==> config.mk <==
export PLATFORM = sky130hd
export DESIGN_NAME = scoreboard_top
export DESIGN_NICKNAME = d
export VERILOG_FILES = /design/src/rtl/sb_pkg.sv /design/src/rtl/sb_entry_store.sv /design/src/rtl/sb_clobber.sv /design/src/rtl/sb_operand_fwd.sv /design/src/rtl/scoreboard_top.sv
export VERILOG_INCLUDE_DIRS = /design/src /design/src/rtl
export SDC_FILE = /design/constraint.sdc
export NUM_CORES = 2
export LEC_CHECK = 0
export BUFFER_PORTS_ARGS = -buffer_cell sky130_fd_sc_hd__buf_2
export CORE_UTILIZATION = 40
export DETAILED_ROUTE_END_ITERATION = 10
export PLACE_DENSITY = 0.63
export SLEW_MARGIN = 40
export SYNTH_ARGS = -nofsm -noshare
export SYNTH_HDL_FRONTEND = slang
export SYNTH_SLANG_ARGS = --single-unit
==> constraint.sdc <==
create_clock -name clk_i -period 5.4 [get_ports clk_i]
set_clock_uncertainty 0.1 [all_clocks]
set_input_delay 0.81 -clock clk_i [delete_from_list [all_inputs] [get_ports clk_i]]
set_output_delay 0.81 -clock clk_i [all_outputs]
set_load 0.005 [all_outputs]
==> src/rtl/sb_cfg.svh <==
// scoreboard configuration
// queue depth, port counts and data widths shared by the RTL and the testbench
`ifndef SB_CFG_SVH
`define SB_CFG_SVH

// queue depth, must stay a power of two
`define SB_NR_ENTRIES 8
// transaction id width, log2 of the depth
`define SB_ENTRY_W 3
// occupancy counter, one bit wider than the id so its msb alone means full
`define SB_CNT_W 4

`define SB_NR_WB_PORTS 2
`define SB_NR_COMMIT_PORTS 2

// general purpose register file
`define SB_REG_ADDR_W 5
`define SB_NR_REGS 32
`define SB_XLEN 32

`endif

==> src/rtl/sb_pkg.sv <==
// scoreboard types
// functional unit encoding and the record kept per queue entry
`include "sb_cfg.svh"

package sb_pkg;

  // ------------------------------------------------------------------
  // functional units
  // ------------------------------------------------------------------
  // NONE marks instructions that need no unit, they complete on their own
  typedef enum logic [2:0] {
    NONE   = 3'd0,
    ALU    = 3'd1,
    BRANCH = 3'd2,
    LOAD   = 3'd3,
    STORE  = 3'd4,
    MULT   = 3'd5
  } fu_t;

  // ------------------------------------------------------------------
  // queue entry
  // ------------------------------------------------------------------
  typedef struct packed {
    // entry holds an in-flight instruction
    logic                          issued;
    // result has been written back (or fu is NONE)
    logic                          valid;
    // unit that executes the instruction
    fu_t                           fu;
    // destination register
    logic [`SB_REG_ADDR_W-1:0]     rd;
    // write-back data, only meaningful once valid
    logic [`SB_XLEN-1:0]           result;
  } sb_entry_t;

endpackage

==> src/rtl/sb_entry_store.sv <==
// scoreboard entry storage
// circular queue of in-flight instructions with issue and commit pointers
// and an occupancy counter; applies issue, NONE completion, write-back,
// commit and flush to the entries in one next-state process
`timescale 1ns/100ps
`include "sb_cfg.svh"

module sb_entry_store import sb_pkg::*; (
  input  logic                                                clk_i,
  input  logic                                                rst_ni,
  // new entry from the issue handshake
  input  logic                                                issue_en_i,
  input  fu_t                                                 issue_fu_i,
  input  logic [`SB_REG_ADDR_W-1:0]                           issue_rd_i,
  // write-back ports
  input  logic [`SB_NR_WB_PORTS-1:0]                          wb_valid_i,
  input  logic [`SB_NR_WB_PORTS-1:0][`SB_ENTRY_W-1:0]         wb_trans_id_i,
  input  logic [`SB_NR_WB_PORTS-1:0][`SB_XLEN-1:0]            wb_data_i,
  // in-order retirement, port 1 only acks together with port 0
  input  logic [`SB_NR_COMMIT_PORTS-1:0]                      commit_ack_i,
  input  logic                                                flush_i,
  output sb_entry_t [`SB_NR_ENTRIES-1:0]                      entries_o,
  output logic [`SB_ENTRY_W-1:0]                              issue_ptr_o,
  output logic [`SB_NR_COMMIT_PORTS-1:0][`SB_ENTRY_W-1:0]     commit_ptr_o,
  output logic                                                full_o
);

  sb_entry_t [`SB_NR_ENTRIES-1:0]                   mem_q, mem_n;
  logic [`SB_ENTRY_W-1:0]                           issue_ptr_q, issue_ptr_n;
  logic [`SB_NR_COMMIT_PORTS-1:0][`SB_ENTRY_W-1:0]  commit_ptr_q, commit_ptr_n;
  logic [`SB_CNT_W-1:0]                             cnt_q, cnt_n;
  logic [`SB_CNT_W-1:0]                             num_commit;

  // ------------------------------------------------------------------
  // entry next state
  // ------------------------------------------------------------------
  always_comb begin : entry_update
    mem_n = mem_q;

    // new instruction at the issue pointer, result stays until write-back
    if (issue_en_i) begin
      mem_n[issue_ptr_q].issued = 1'b1;
      mem_n[issue_ptr_q].valid  = 1'b0;
      mem_n[issue_ptr_q].fu     = issue_fu_i;
      mem_n[issue_ptr_q].rd     = issue_rd_i;
    end

    // no unit to wait for, so complete one cycle after issue
    for (int i = 0; i < `SB_NR_ENTRIES; i++) begin
      if (mem_q[i].issued && (mem_q[i].fu == NONE)) begin
        mem_n[i].valid = 1'b1;
      end
    end

    // write-back only lands on issued entries
    // stale results from before a flush are dropped here
    for (int k = 0; k < `SB_NR_WB_PORTS; k++) begin
      if (wb_valid_i[k] && mem_q[wb_trans_id_i[k]].issued) begin
        mem_n[wb_trans_id_i[k]].valid  = 1'b1;
        mem_n[wb_trans_id_i[k]].result = wb_data_i[k];
      end
    end

    // retired entries become free
    for (int k = 0; k < `SB_NR_COMMIT_PORTS; k++) begin
      if (commit_ack_i[k]) begin
        mem_n[commit_ptr_q[k]].issued = 1'b0;
        mem_n[commit_ptr_q[k]].valid  = 1'b0;
      end
    end

    // flush wins over everything above
    if (flush_i) begin
      for (int i = 0; i < `SB_NR_ENTRIES; i++) begin
        mem_n[i].issued = 1'b0;
        mem_n[i].valid  = 1'b0;
      end
    end
  end

  // ------------------------------------------------------------------
  // pointers and occupancy
  // ------------------------------------------------------------------
  always_comb begin : ptr_update
    // number of acks this cycle
    num_commit = '0;
    for (int k = 0; k < `SB_NR_COMMIT_PORTS; k++) begin
      num_commit = num_commit + {{(`SB_CNT_W-1){1'b0}}, commit_ack_i[k]};
    end

    cnt_n           = cnt_q - num_commit + {{(`SB_CNT_W-1){1'b0}}, issue_en_i};
    issue_ptr_n     = issue_ptr_q + {{(`SB_ENTRY_W-1){1'b0}}, issue_en_i};
    commit_ptr_n[0] = commit_ptr_q[0] + num_commit[`SB_ENTRY_W-1:0];
    if (flush_i) begin
      cnt_n           = '0;
      issue_ptr_n     = '0;
      commit_ptr_n[0] = '0;
    end
    // further commit slots follow the oldest one
    for (int k = 1; k < `SB_NR_COMMIT_PORTS; k++) begin
      commit_ptr_n[k] = commit_ptr_n[0] + `SB_ENTRY_W'(k);
    end
  end

  always_ff @(posedge clk_i or negedge rst_ni) begin : regs
    if (!rst_ni) begin
      mem_q       <= '0;
      cnt_q       <= '0;
      issue_ptr_q <= '0;
      for (int k = 0; k < `SB_NR_COMMIT_PORTS; k++) begin
        commit_ptr_q[k] <= `SB_ENTRY_W'(k);
      end
    end else begin
      mem_q        <= mem_n;
      cnt_q        <= cnt_n;
      issue_ptr_q  <= issue_ptr_n;
      commit_ptr_q <= commit_ptr_n;
    end
  end

  assign entries_o    = mem_q;
  assign issue_ptr_o  = issue_ptr_q;
  assign commit_ptr_o = commit_ptr_q;
  // power-of-two depth, so the counter msb alone means full
  assign full_o       = cnt_q[`SB_CNT_W-1];

endmodule

==> src/rtl/sb_clobber.sv <==
// register clobber map
// for each general purpose register reports the unit of the in-flight
// instruction that will write it, NONE when the register is free
`timescale 1ns/100ps
`include "sb_cfg.svh"

module sb_clobber import sb_pkg::*; (
  input  sb_entry_t [`SB_NR_ENTRIES-1:0]  entries_i,
  output fu_t [`SB_NR_REGS-1:0]           rd_clobber_o
);

  // per register: which entries target it
  logic [`SB_NR_REGS-1:0][`SB_NR_ENTRIES-1:0] clobber_req;

  always_comb begin : clobber_match
    clobber_req = '0;
    for (int r = 0; r < `SB_NR_REGS; r++) begin
      for (int i = 0; i < `SB_NR_ENTRIES; i++) begin
        clobber_req[r][i] = entries_i[i].issued &&
                            (entries_i[i].rd == `SB_REG_ADDR_W'(r));
      end
    end
    // x0 is hardwired, never clobbered
    clobber_req[0] = '0;
  end

  // ------------------------------------------------------------------
  // fixed priority select, lowest entry index wins
  // ------------------------------------------------------------------
  always_comb begin : clobber_sel
    for (int r = 0; r < `SB_NR_REGS; r++) begin
      rd_clobber_o[r] = NONE;
      // walk downwards so the lowest matching index is assigned last
      for (int i = `SB_NR_ENTRIES - 1; i >= 0; i--) begin
        if (clobber_req[r][i]) begin
          rd_clobber_o[r] = entries_i[i].fu;
        end
      end
    end
  end

endmodule

==> src/rtl/sb_operand_fwd.sv <==
// operand forwarding
// register-file-like read of rs1 and rs2 from in-flight results
// write-back ports have priority over stored entries, port 0 first,
// then the lowest entry index; x0 never reports valid
`timescale 1ns/100ps
`include "sb_cfg.svh"

module sb_operand_fwd import sb_pkg::*; (
  input  sb_entry_t [`SB_NR_ENTRIES-1:0]                entries_i,
  // write-back ports, forwarded in the cycle they are strobed
  input  logic [`SB_NR_WB_PORTS-1:0]                    wb_valid_i,
  input  logic [`SB_NR_WB_PORTS-1:0][`SB_ENTRY_W-1:0]   wb_trans_id_i,
  input  logic [`SB_NR_WB_PORTS-1:0][`SB_XLEN-1:0]      wb_data_i,
  // source register addresses from the operand read stage
  input  logic [`SB_REG_ADDR_W-1:0]                     rs1_i,
  input  logic [`SB_REG_ADDR_W-1:0]                     rs2_i,
  output logic [`SB_XLEN-1:0]                           rs1_o,
  output logic                                          rs1_valid_o,
  output logic [`SB_XLEN-1:0]                           rs2_o,
  output logic                                          rs2_valid_o
);

  // source 0 is rs1, source 1 is rs2
  logic [1:0][`SB_REG_ADDR_W-1:0] rs_addr;
  logic [1:0][`SB_XLEN-1:0]       rs_data;
  logic [1:0]                     rs_hit;

  assign rs_addr[0] = rs1_i;
  assign rs_addr[1] = rs2_i;

  // ------------------------------------------------------------------
  // fixed priority search per source
  // ------------------------------------------------------------------
  always_comb begin : fwd_sel
    for (int j = 0; j < 2; j++) begin
      rs_hit[j]  = 1'b0;
      rs_data[j] = '0;

      // results being written back this cycle come first
      for (int k = 0; k < `SB_NR_WB_PORTS; k++) begin
        if (!rs_hit[j] && wb_valid_i[k] &&
            (entries_i[wb_trans_id_i[k]].rd == rs_addr[j])) begin
          rs_hit[j]  = 1'b1;
          rs_data[j] = wb_data_i[k];
        end
      end

      // then completed entries still waiting for commit
      for (int i = 0; i < `SB_NR_ENTRIES; i++) begin
        if (!rs_hit[j] && entries_i[i].issued && entries_i[i].valid &&
            (entries_i[i].rd == rs_addr[j])) begin
          rs_hit[j]  = 1'b1;
          rs_data[j] = entries_i[i].result;
        end
      end
    end
  end

  // x0 reads are never forwarded
  assign rs1_o       = rs_data[0];
  assign rs1_valid_o = rs_hit[0] & (|rs1_i);
  assign rs2_o       = rs_data[1];
  assign rs2_valid_o = rs_hit[1] & (|rs2_i);

endmodule

==> src/rtl/scoreboard_top.sv <==
// in-order scoreboard
// tracks decoded, issued and committed instructions in an 8 entry queue,
// gates issue on full and unresolved branches, presents the two oldest
// entries to commit and provides clobber and forwarding information
`timescale 1ns/100ps
`include "sb_cfg.svh"

module scoreboard_top import sb_pkg::*; (
  input  logic                                              clk_i,
  input  logic                                              rst_ni,
  input  logic                                              flush_i,
  input  logic                                              flush_unissued_i,
  input  logic                                              unresolved_branch_i,
  output logic                                              sb_full_o,
  // decode side
  input  logic                                              decoded_valid_i,
  input  fu_t                                               decoded_fu_i,
  input  logic [`SB_REG_ADDR_W-1:0]                         decoded_rd_i,
  output logic                                              decoded_ack_o,
  // issue side
  output logic                                              issue_valid_o,
  output fu_t                                               issue_fu_o,
  output logic [`SB_REG_ADDR_W-1:0]                         issue_rd_o,
  output logic [`SB_ENTRY_W-1:0]                            issue_trans_id_o,
  input  logic                                              issue_ack_i,
  // write-back
  input  logic [`SB_NR_WB_PORTS-1:0]                        wb_valid_i,
  input  logic [`SB_NR_WB_PORTS-1:0][`SB_ENTRY_W-1:0]       wb_trans_id_i,
  input  logic [`SB_NR_WB_PORTS-1:0][`SB_XLEN-1:0]          wb_data_i,
  // commit
  output logic [`SB_NR_COMMIT_PORTS-1:0]                    commit_valid_o,
  output fu_t [`SB_NR_COMMIT_PORTS-1:0]                     commit_fu_o,
  output logic [`SB_NR_COMMIT_PORTS-1:0][`SB_REG_ADDR_W-1:0] commit_rd_o,
  output logic [`SB_NR_COMMIT_PORTS-1:0][`SB_XLEN-1:0]      commit_result_o,
  output logic [`SB_NR_COMMIT_PORTS-1:0][`SB_ENTRY_W-1:0]   commit_trans_id_o,
  input  logic [`SB_NR_COMMIT_PORTS-1:0]                    commit_ack_i,
  // clobber map and operand read
  output fu_t [`SB_NR_REGS-1:0]                             rd_clobber_o,
  input  logic [`SB_REG_ADDR_W-1:0]                         rs1_i,
  output logic [`SB_XLEN-1:0]                               rs1_o,
  output logic                                              rs1_valid_o,
  input  logic [`SB_REG_ADDR_W-1:0]                         rs2_i,
  output logic [`SB_XLEN-1:0]                               rs2_o,
  output logic                                              rs2_valid_o
);

  sb_entry_t [`SB_NR_ENTRIES-1:0]                   entries;
  logic [`SB_ENTRY_W-1:0]                           issue_ptr;
  logic [`SB_NR_COMMIT_PORTS-1:0][`SB_ENTRY_W-1:0]  commit_ptr;
  logic                                             full;
  logic                                             issue_en;

  // ------------------------------------------------------------------
  // issue handshake
  // ------------------------------------------------------------------
  // hold off issue while full or behind an unresolved branch
  assign issue_valid_o    = decoded_valid_i & ~unresolved_branch_i & ~full;
  assign decoded_ack_o    = issue_ack_i & ~full;
  // flush_unissued drops the entry but not the handshake
  assign issue_en         = decoded_valid_i & decoded_ack_o & ~flush_unissued_i;
  assign issue_fu_o       = decoded_fu_i;
  assign issue_rd_o       = decoded_rd_i;
  assign issue_trans_id_o = issue_ptr;
  assign sb_full_o        = full;

  // commit ports show the oldest entries in order
  always_comb begin : commit_ports
    for (int k = 0; k < `SB_NR_COMMIT_PORTS; k++) begin
      commit_valid_o[k]    = entries[commit_ptr[k]].valid;
      commit_fu_o[k]       = entries[commit_ptr[k]].fu;
      commit_rd_o[k]       = entries[commit_ptr[k]].rd;
      commit_result_o[k]   = entries[commit_ptr[k]].result;
      commit_trans_id_o[k] = commit_ptr[k];
    end
  end

  // ------------------------------------------------------------------
  // blocks
  // ------------------------------------------------------------------
  sb_entry_store u_store (
    .clk_i         ( clk_i         ),
    .rst_ni        ( rst_ni        ),
    .issue_en_i    ( issue_en      ),
    .issue_fu_i    ( decoded_fu_i  ),
    .issue_rd_i    ( decoded_rd_i  ),
    .wb_valid_i    ( wb_valid_i    ),
    .wb_trans_id_i ( wb_trans_id_i ),
    .wb_data_i     ( wb_data_i     ),
    .commit_ack_i  ( commit_ack_i  ),
    .flush_i       ( flush_i       ),
    .entries_o     ( entries       ),
    .issue_ptr_o   ( issue_ptr     ),
    .commit_ptr_o  ( commit_ptr    ),
    .full_o        ( full          )
  );

  sb_clobber u_clobber (
    .entries_i    ( entries      ),
    .rd_clobber_o ( rd_clobber_o )
  );

  sb_operand_fwd u_fwd (
    .entries_i     ( entries       ),
    .wb_valid_i    ( wb_valid_i    ),
    .wb_trans_id_i ( wb_trans_id_i ),
    .wb_data_i     ( wb_data_i     ),
    .rs1_i         ( rs1_i         ),
    .rs2_i         ( rs2_i         ),
    .rs1_o         ( rs1_o         ),
    .rs1_valid_o   ( rs1_valid_o   ),
    .rs2_o         ( rs2_o         ),
    .rs2_valid_o   ( rs2_valid_o   )
  );

endmodule

### After elaboration in Yosys (flattened, before gate mapping)

Cells that the tools add are included.

* reductions and logical operators: 345
* bitwise gates (word level): 10
* mux-type cells: 356
* eq/ne operators: 268
* add/subtract/negate cells: 6
* $lt $le $gt $ge: 10

Operators by type and width (number)
* 336-bit bitwise mux: 12
* 336-bit 2-to-1 mux: 5
* 42-bit demux with 3-bit select: 12
* 3-bit 2-to-1 mux: 250
* 32-bit 2-to-1 mux: 22
* 5-bit == test (second input constant): 128
* 42-bit binary-select mux with 3-bit select: 4
* 5-bit by 4-bit == test with 1-bit output (second input constant): 64
* 1-bit logical AND: 317
* 41-bit 2-to-1 mux: 7
* 42-bit 2-to-1 mux: 5
* 5-bit by 3-bit == test with 1-bit output (second input constant): 32
* 5-bit == test: 20
* 5-bit by 2-bit == test with 1-bit output (second input constant): 16
* 5-bit by 1-bit == test with 1-bit output (second input constant): 8
* 40-bit 2-to-1 mux: 1
* 37-bit 2-to-1 mux: 1
* 1-bit 2-to-1 mux: 28
* 3-bit zero test: 8
* 3-bit by 4-bit less-than comparator with 1-bit output (second input constant): 5
* 1-bit zero test: 18
* 2-bit 2-to-1 mux: 8
* 3-bit by 1-bit >= comparator with 1-bit output (second input constant): 5
* 5-bit OR reduction: 2
* other kinds (9): 17

* output and inout bits: 264
* bits in registers: 349
* logic and storage cells: 1039

### Longest topological paths before layout

* depth in word-level cells: 50
* depth in mapped cells: 15
* depth with buffers taken out: 9

### Hierarchy

From an unflattened synthesis, not the netlist that was laid out.

* cells, all modules: 4458
* area total of the unflattened synthesis: 37821.3 sq um

Modules (own cells, without submodules)
* sb_entry_store: cells each 1435, area an instance 15615.0 sq um, times used 1
* sb_clobber: cells each 1654, area an instance 9750.6 sq um, times used 1
* sb_operand_fwd: cells each 1066, area an instance 6830.3 sq um, times used 1
* scoreboard_top: cells each 303, area an instance 5625.4 sq um, times used 1

### Worst setup path before layout

Ideal clock, no wire load.

* path type: input port to output port
* start point: input wb_trans_id_i[0] in the netlist's numbering
* end point: output rs1_o[12]
* cell stages on the path: 13
* path buffers: 5
* setup slack: 999 ps
* data arrival time: 3491 ps
* path through: buf_6 -> buf_6 -> mux2i_1 -> mux4_2 -> xnor2_2 -> or4_1 -> buf_2 -> nand3_4 -> nor3_2 -> or2_1 -> buf_6 -> buf_8 -> o31ai_4

* word-level cells in the longest chain between the ends: 49

RTL lines
* start: declaration: line scoreboard_top.sv:28 `` input logic [`SB_NR_WB_PORTS-1:0][`SB_ENTRY_W-1:0] wb_trans_id_i, ``
* 42-bit binary-select mux with 3-bit select *: line sb_operand_fwd.sv:42 `(entries_i[wb_trans_id_i[k]].rd == rs_addr[j])) begin`
* 42-bit 2-to-1 mux (not written as such) *: line sb_operand_fwd.sv:42
* 5-bit == test *: line sb_operand_fwd.sv:42
* 1-bit logical AND *: line sb_operand_fwd.sv:41 `if (!rs_hit[j] && wb_valid_i[k] &&`
* 1-bit 2-to-1 mux: line sb_operand_fwd.sv:41
* 1-bit zero test: line sb_operand_fwd.sv:41
* 1-bit logical AND (2 in a row): line sb_operand_fwd.sv:41
* 1-bit 2-to-1 mux: line sb_operand_fwd.sv:41
* [... 26 more ...]
* 1-bit logical AND (3 in a row): line sb_operand_fwd.sv:50 `if (!rs_hit[j] && entries_i[i].issued && entries_i[i].valid &&`
* 1-bit 2-to-1 mux: line sb_operand_fwd.sv:50
* 1-bit zero test: line sb_operand_fwd.sv:50
* 1-bit logical AND (3 in a row): line sb_operand_fwd.sv:50
* 1-bit 2-to-1 mux: line sb_operand_fwd.sv:50
* 1-bit zero test: line sb_operand_fwd.sv:50
* 1-bit logical AND (3 in a row): line sb_operand_fwd.sv:50
* 32-bit 2-to-1 mux *: line sb_operand_fwd.sv:50
* end: declaration: line scoreboard_top.sv:40 `` output logic [`SB_XLEN-1:0] rs1_o, ``

Every way passes the cells marked *; elsewhere a longest branch is shown, timed or not. The select of a mux whose other input is x is not followed.

==> flow_summary.ini <==
[run_status]
status = finished clean

[synthesis]
synth_commonest_cells = sky130_fd_sc_hd__nor2_1, sky130_fd_sc_hd__nand2_1, sky130_fd_sc_hd__mux2i_1, sky130_fd_sc_hd__clkbuf_1, sky130_fd_sc_hd__dfrtp_1
post-synth-top-count-cell = sky130_fd_sc_hd__nor2_1
synth_flop_cell = sky130_fd_sc_hd__dfrtp_1
netlist_area_sq_um = 37400
ys_async_sr_fraction = 1.00
ys_ff_latch = 349
postSynthAreaPerCell_sq_um = 8.15
number_of_enable_type_register_cells_in_the_synthesized_netlist = 0
synth.largest_area_cell = sky130_fd_sc_hd__dfrtp_1
synth_area_leaders = sky130_fd_sc_hd__dfrtp_1, sky130_fd_sc_hd__mux2i_1, sky130_fd_sc_hd__mux4_2, sky130_fd_sc_hd__nor2_1, sky130_fd_sc_hd__nand2_1
synth-warning-count = 0
syn-instance-count = 4590
synth_seq_area_share = 0.234
number_of_distinct_library_cell_variants_in_the_gate_level_netlist_after_synthesis = 92
post-synth-top-area-fraction = 0.233

[clock_tree]
clock_tree_from_tritoncts = yes
cts-hold-fix-buffers = 0
clk_latency_ns = 0.59
clock_tree_root_driver_cell = sky130_fd_sc_hd__clkbuf_16
clock_tree.htree_level_count = 2
clockBufferDepth = 3
tritoncts_num_sinks = 349
cts.clk_slew.worst_paths_ns = 0.06
cts_buffers = 43

[timing]
worst-slew-pin-transition_ns = 0.899
relSlewSlack = 0.401
hold_viol_final = 0
final_min_period_over_clock_period = 0.998
clock.fmax_ghz = 0.185
final_period_minus_worst_setup_slack_ns = 5.39
timing.final.max_slew_violations = 0
grt_setup_unrepaired = false
report.final.setup_viol = 0
postLayoutSetupSlackWorst_ns = 0.00857

[setup_path]
timing.setup.critical_path_class = flip-flop to primary output
cp_launch_type = flip-flop
worst-r2r-setup-slack_ns = 2.08
worst-path-max-fanout = 30
r2r_end = u_store.entries_o[195]
timing.critical_path.to_type = primary output
crit-reg2reg-launch = u_store.entries_o[335]
cp_data_required_time_ns = 4.49
worst_endpoint_data_arrival_time_ns = 4.48
ff2ff_path_depth = 7

[cells_and_area]
drive_above_1_share = 0.232
flow.area_growth_from_synthesis_pct = 13.4
multi_input_comb_area_sq_um = 26600
num-fill-cells = 8944
post-route-cell-area_sq_um = 42400
final-seq-area_sq_um = 8760
design.final.nets = 4805

[placed_design]
gp_congestion = 0.969
detailed_place.area_sq_um = 40700
port_buffers = 359
post-place-ws_ns = -0.0418
post-dp-hpwl_microns = 118000

[detailed_routing]
m1WireLength_microns = 68700
detail_route.first_pass.iterations = 7
wl_met2_microns = 72700
drc_errors = 0
wire_per_inst_microns = 29.2
avgViaCountPerCell = 6.70
first_iter_violations = 6291
met3_length_microns = 24300
routed-via-count = 40100
routed_wirelength_microns = 175000
routed.top_layer = met5
final_antenna_net_count = 0

[global_routing]
first_global_vias = 36900
grt_antenna_before_repair = 19
grt.overflow.total = 0
grt_start_max_net_pins = 117
wire_length_of_the_first_global_routing_pass_microns = 254000
global_route.usage.total = 0.358

[floorplanning]
coreArea_sq_um = 92100
initial_utilization = 0.406
fp.dieH_microns = 308
top_level_ports = 363
placementRows = 111
fp.dieW_microns = 308
die_area_sq_um = 94700

[power]
cell_pwr_density_nw_per_um2 = 241
report.power.total_mw = 10.2
ir_worst_vdd_v = 0.000272
leak_pwr_nw = 18.7

[worst_hold_path]
timing.hold.worst.class = input port to async pin

[job]
maxCapViolations = 0
[power by group]
group | switching, mW | total (mW) | internal (mW)
combinational | 1.68 | 3.13 | 1.45
sequential | 0.816 | 3.84 | 3.02
clock | 1.31 | 3.28 | 1.97
[per-layer routing]
layer  track usage  vias up
met4         0.160        2
met5             0        -
li1              -    17100
met2         0.514     3182
met3         0.103      571
met1         0.493    19300
[cells by family (layout without fill, tap and decap cells)]
group,Yosys count,in the layout,synth area share
other,1,17,0.000100
flip-flops,349,349,0.234
XOR/XNOR,105,105,0.0250
AND/OR/NAND/NOR,1635,1635,0.197
adder cells (fa/ha/maj),12,12,0.00442
multiplexers,743,743,0.263
buffers and inverters,554,689,0.0621
AO/OA/AOI/OAI,1191,1191,0.215
[per-stage QoR]
| step | util | hold slack [ns] | instances | setup TNS [ns] |
|---|---|---|---|---|
| floorplan | - | 0.414 | 4592 | 0 |
| global placement | 0.440 | 0.417 | 5869 | 0 |
| detailed placement | 0.442 | 0.425 | 5878 | -0.0418 |
| CTS | 0.459 | 0.130 | 5956 | 0 |
| global route | 0.461 | 0.168 | 5975 | 0 |
| finish | 0.461 | 0.108 | 5984 | 0 |
[critical path: stages (launching register included)]
cell	delay, ns
sky130_fd_sc_hd__dfrtp_1	0.34
sky130_fd_sc_hd__buf_4	0.26
sky130_fd_sc_hd__mux2i_1	0.12
sky130_fd_sc_hd__mux4_2	0.52
sky130_fd_sc_hd__xor2_1	0.17
sky130_fd_sc_hd__nand2_1	0.13
sky130_fd_sc_hd__or4_2	0.77
sky130_fd_sc_hd__buf_4	0.35
sky130_fd_sc_hd__nand4_1	0.31
sky130_fd_sc_hd__buf_12	0.20
sky130_fd_sc_hd__nor2_1	0.08
sky130_fd_sc_hd__o41ai_4	0.41
sky130_fd_sc_hd__buf_2	0.20
[worst max-delay path by stage]
stage                     start   endpoint  slack (ns)  cells after the start
2_1_floorplan  wb_trans_id_i[0]  rs1_o[12]         1.0                     13
3_3_place_gp   wb_trans_id_i[0]  rs1_o[29]       0.003                     11
3_5_place_dp   wb_trans_id_i[0]  rs1_o[29]       -0.04                     11
4_1_cts        wb_trans_id_i[0]  rs1_o[27]        0.03                     12
5_1_grt               flip-flop  rs1_o[29]      0.0003                     12
6_report              flip-flop  rs1_o[29]       0.009                     12
[layout by cell type (no fill, tap or decap), types with 101 or more instances in the layout]
master / Yosys / routed
sky130_fd_sc_hd__nor2_1: 652 / 646
sky130_fd_sc_hd__nand2_1: 506 / 503
sky130_fd_sc_hd__mux2i_1: 413 / 413
sky130_fd_sc_hd__buf_2: 66 / 357
sky130_fd_sc_hd__dfrtp_1: 348 / 340
sky130_fd_sc_hd__a21oi_1: 326 / 326
sky130_fd_sc_hd__o21ai_0: 211 / 211
sky130_fd_sc_hd__buf_4: 15 / 198
sky130_fd_sc_hd__mux4_2: 175 / 175
sky130_fd_sc_hd__mux2_2: 155 / 155
sky130_fd_sc_hd__nand3_1: 147 / 145
sky130_fd_sc_hd__o22ai_1: 113 / 113
sky130_fd_sc_hd__o211ai_1: 101 / 101
[layout make-up]
| cell class | instances | area share |
|---|---|---|
| clock buffer | 58 | 0.0286 |
| tap | 1243 | 0.0367 |
| inverter | 26 | 0.00230 |
| antenna | 14 | 0.000826 |
| clock inverter | 20 | 0.00799 |
| sequential | 349 | 0.207 |
| timing repair buffer | 585 | 0.0906 |
| multi-input combinational | 3689 | 0.627 |
[timing repair]
action	4_1_cts	5_1_grt
pin swaps	0	1
setup endpoints to repair	1	32
resized for setup	1	5
setup buffers	0	13
hold endpoints to repair	0	0
Power figures use the tool's default switching activity.
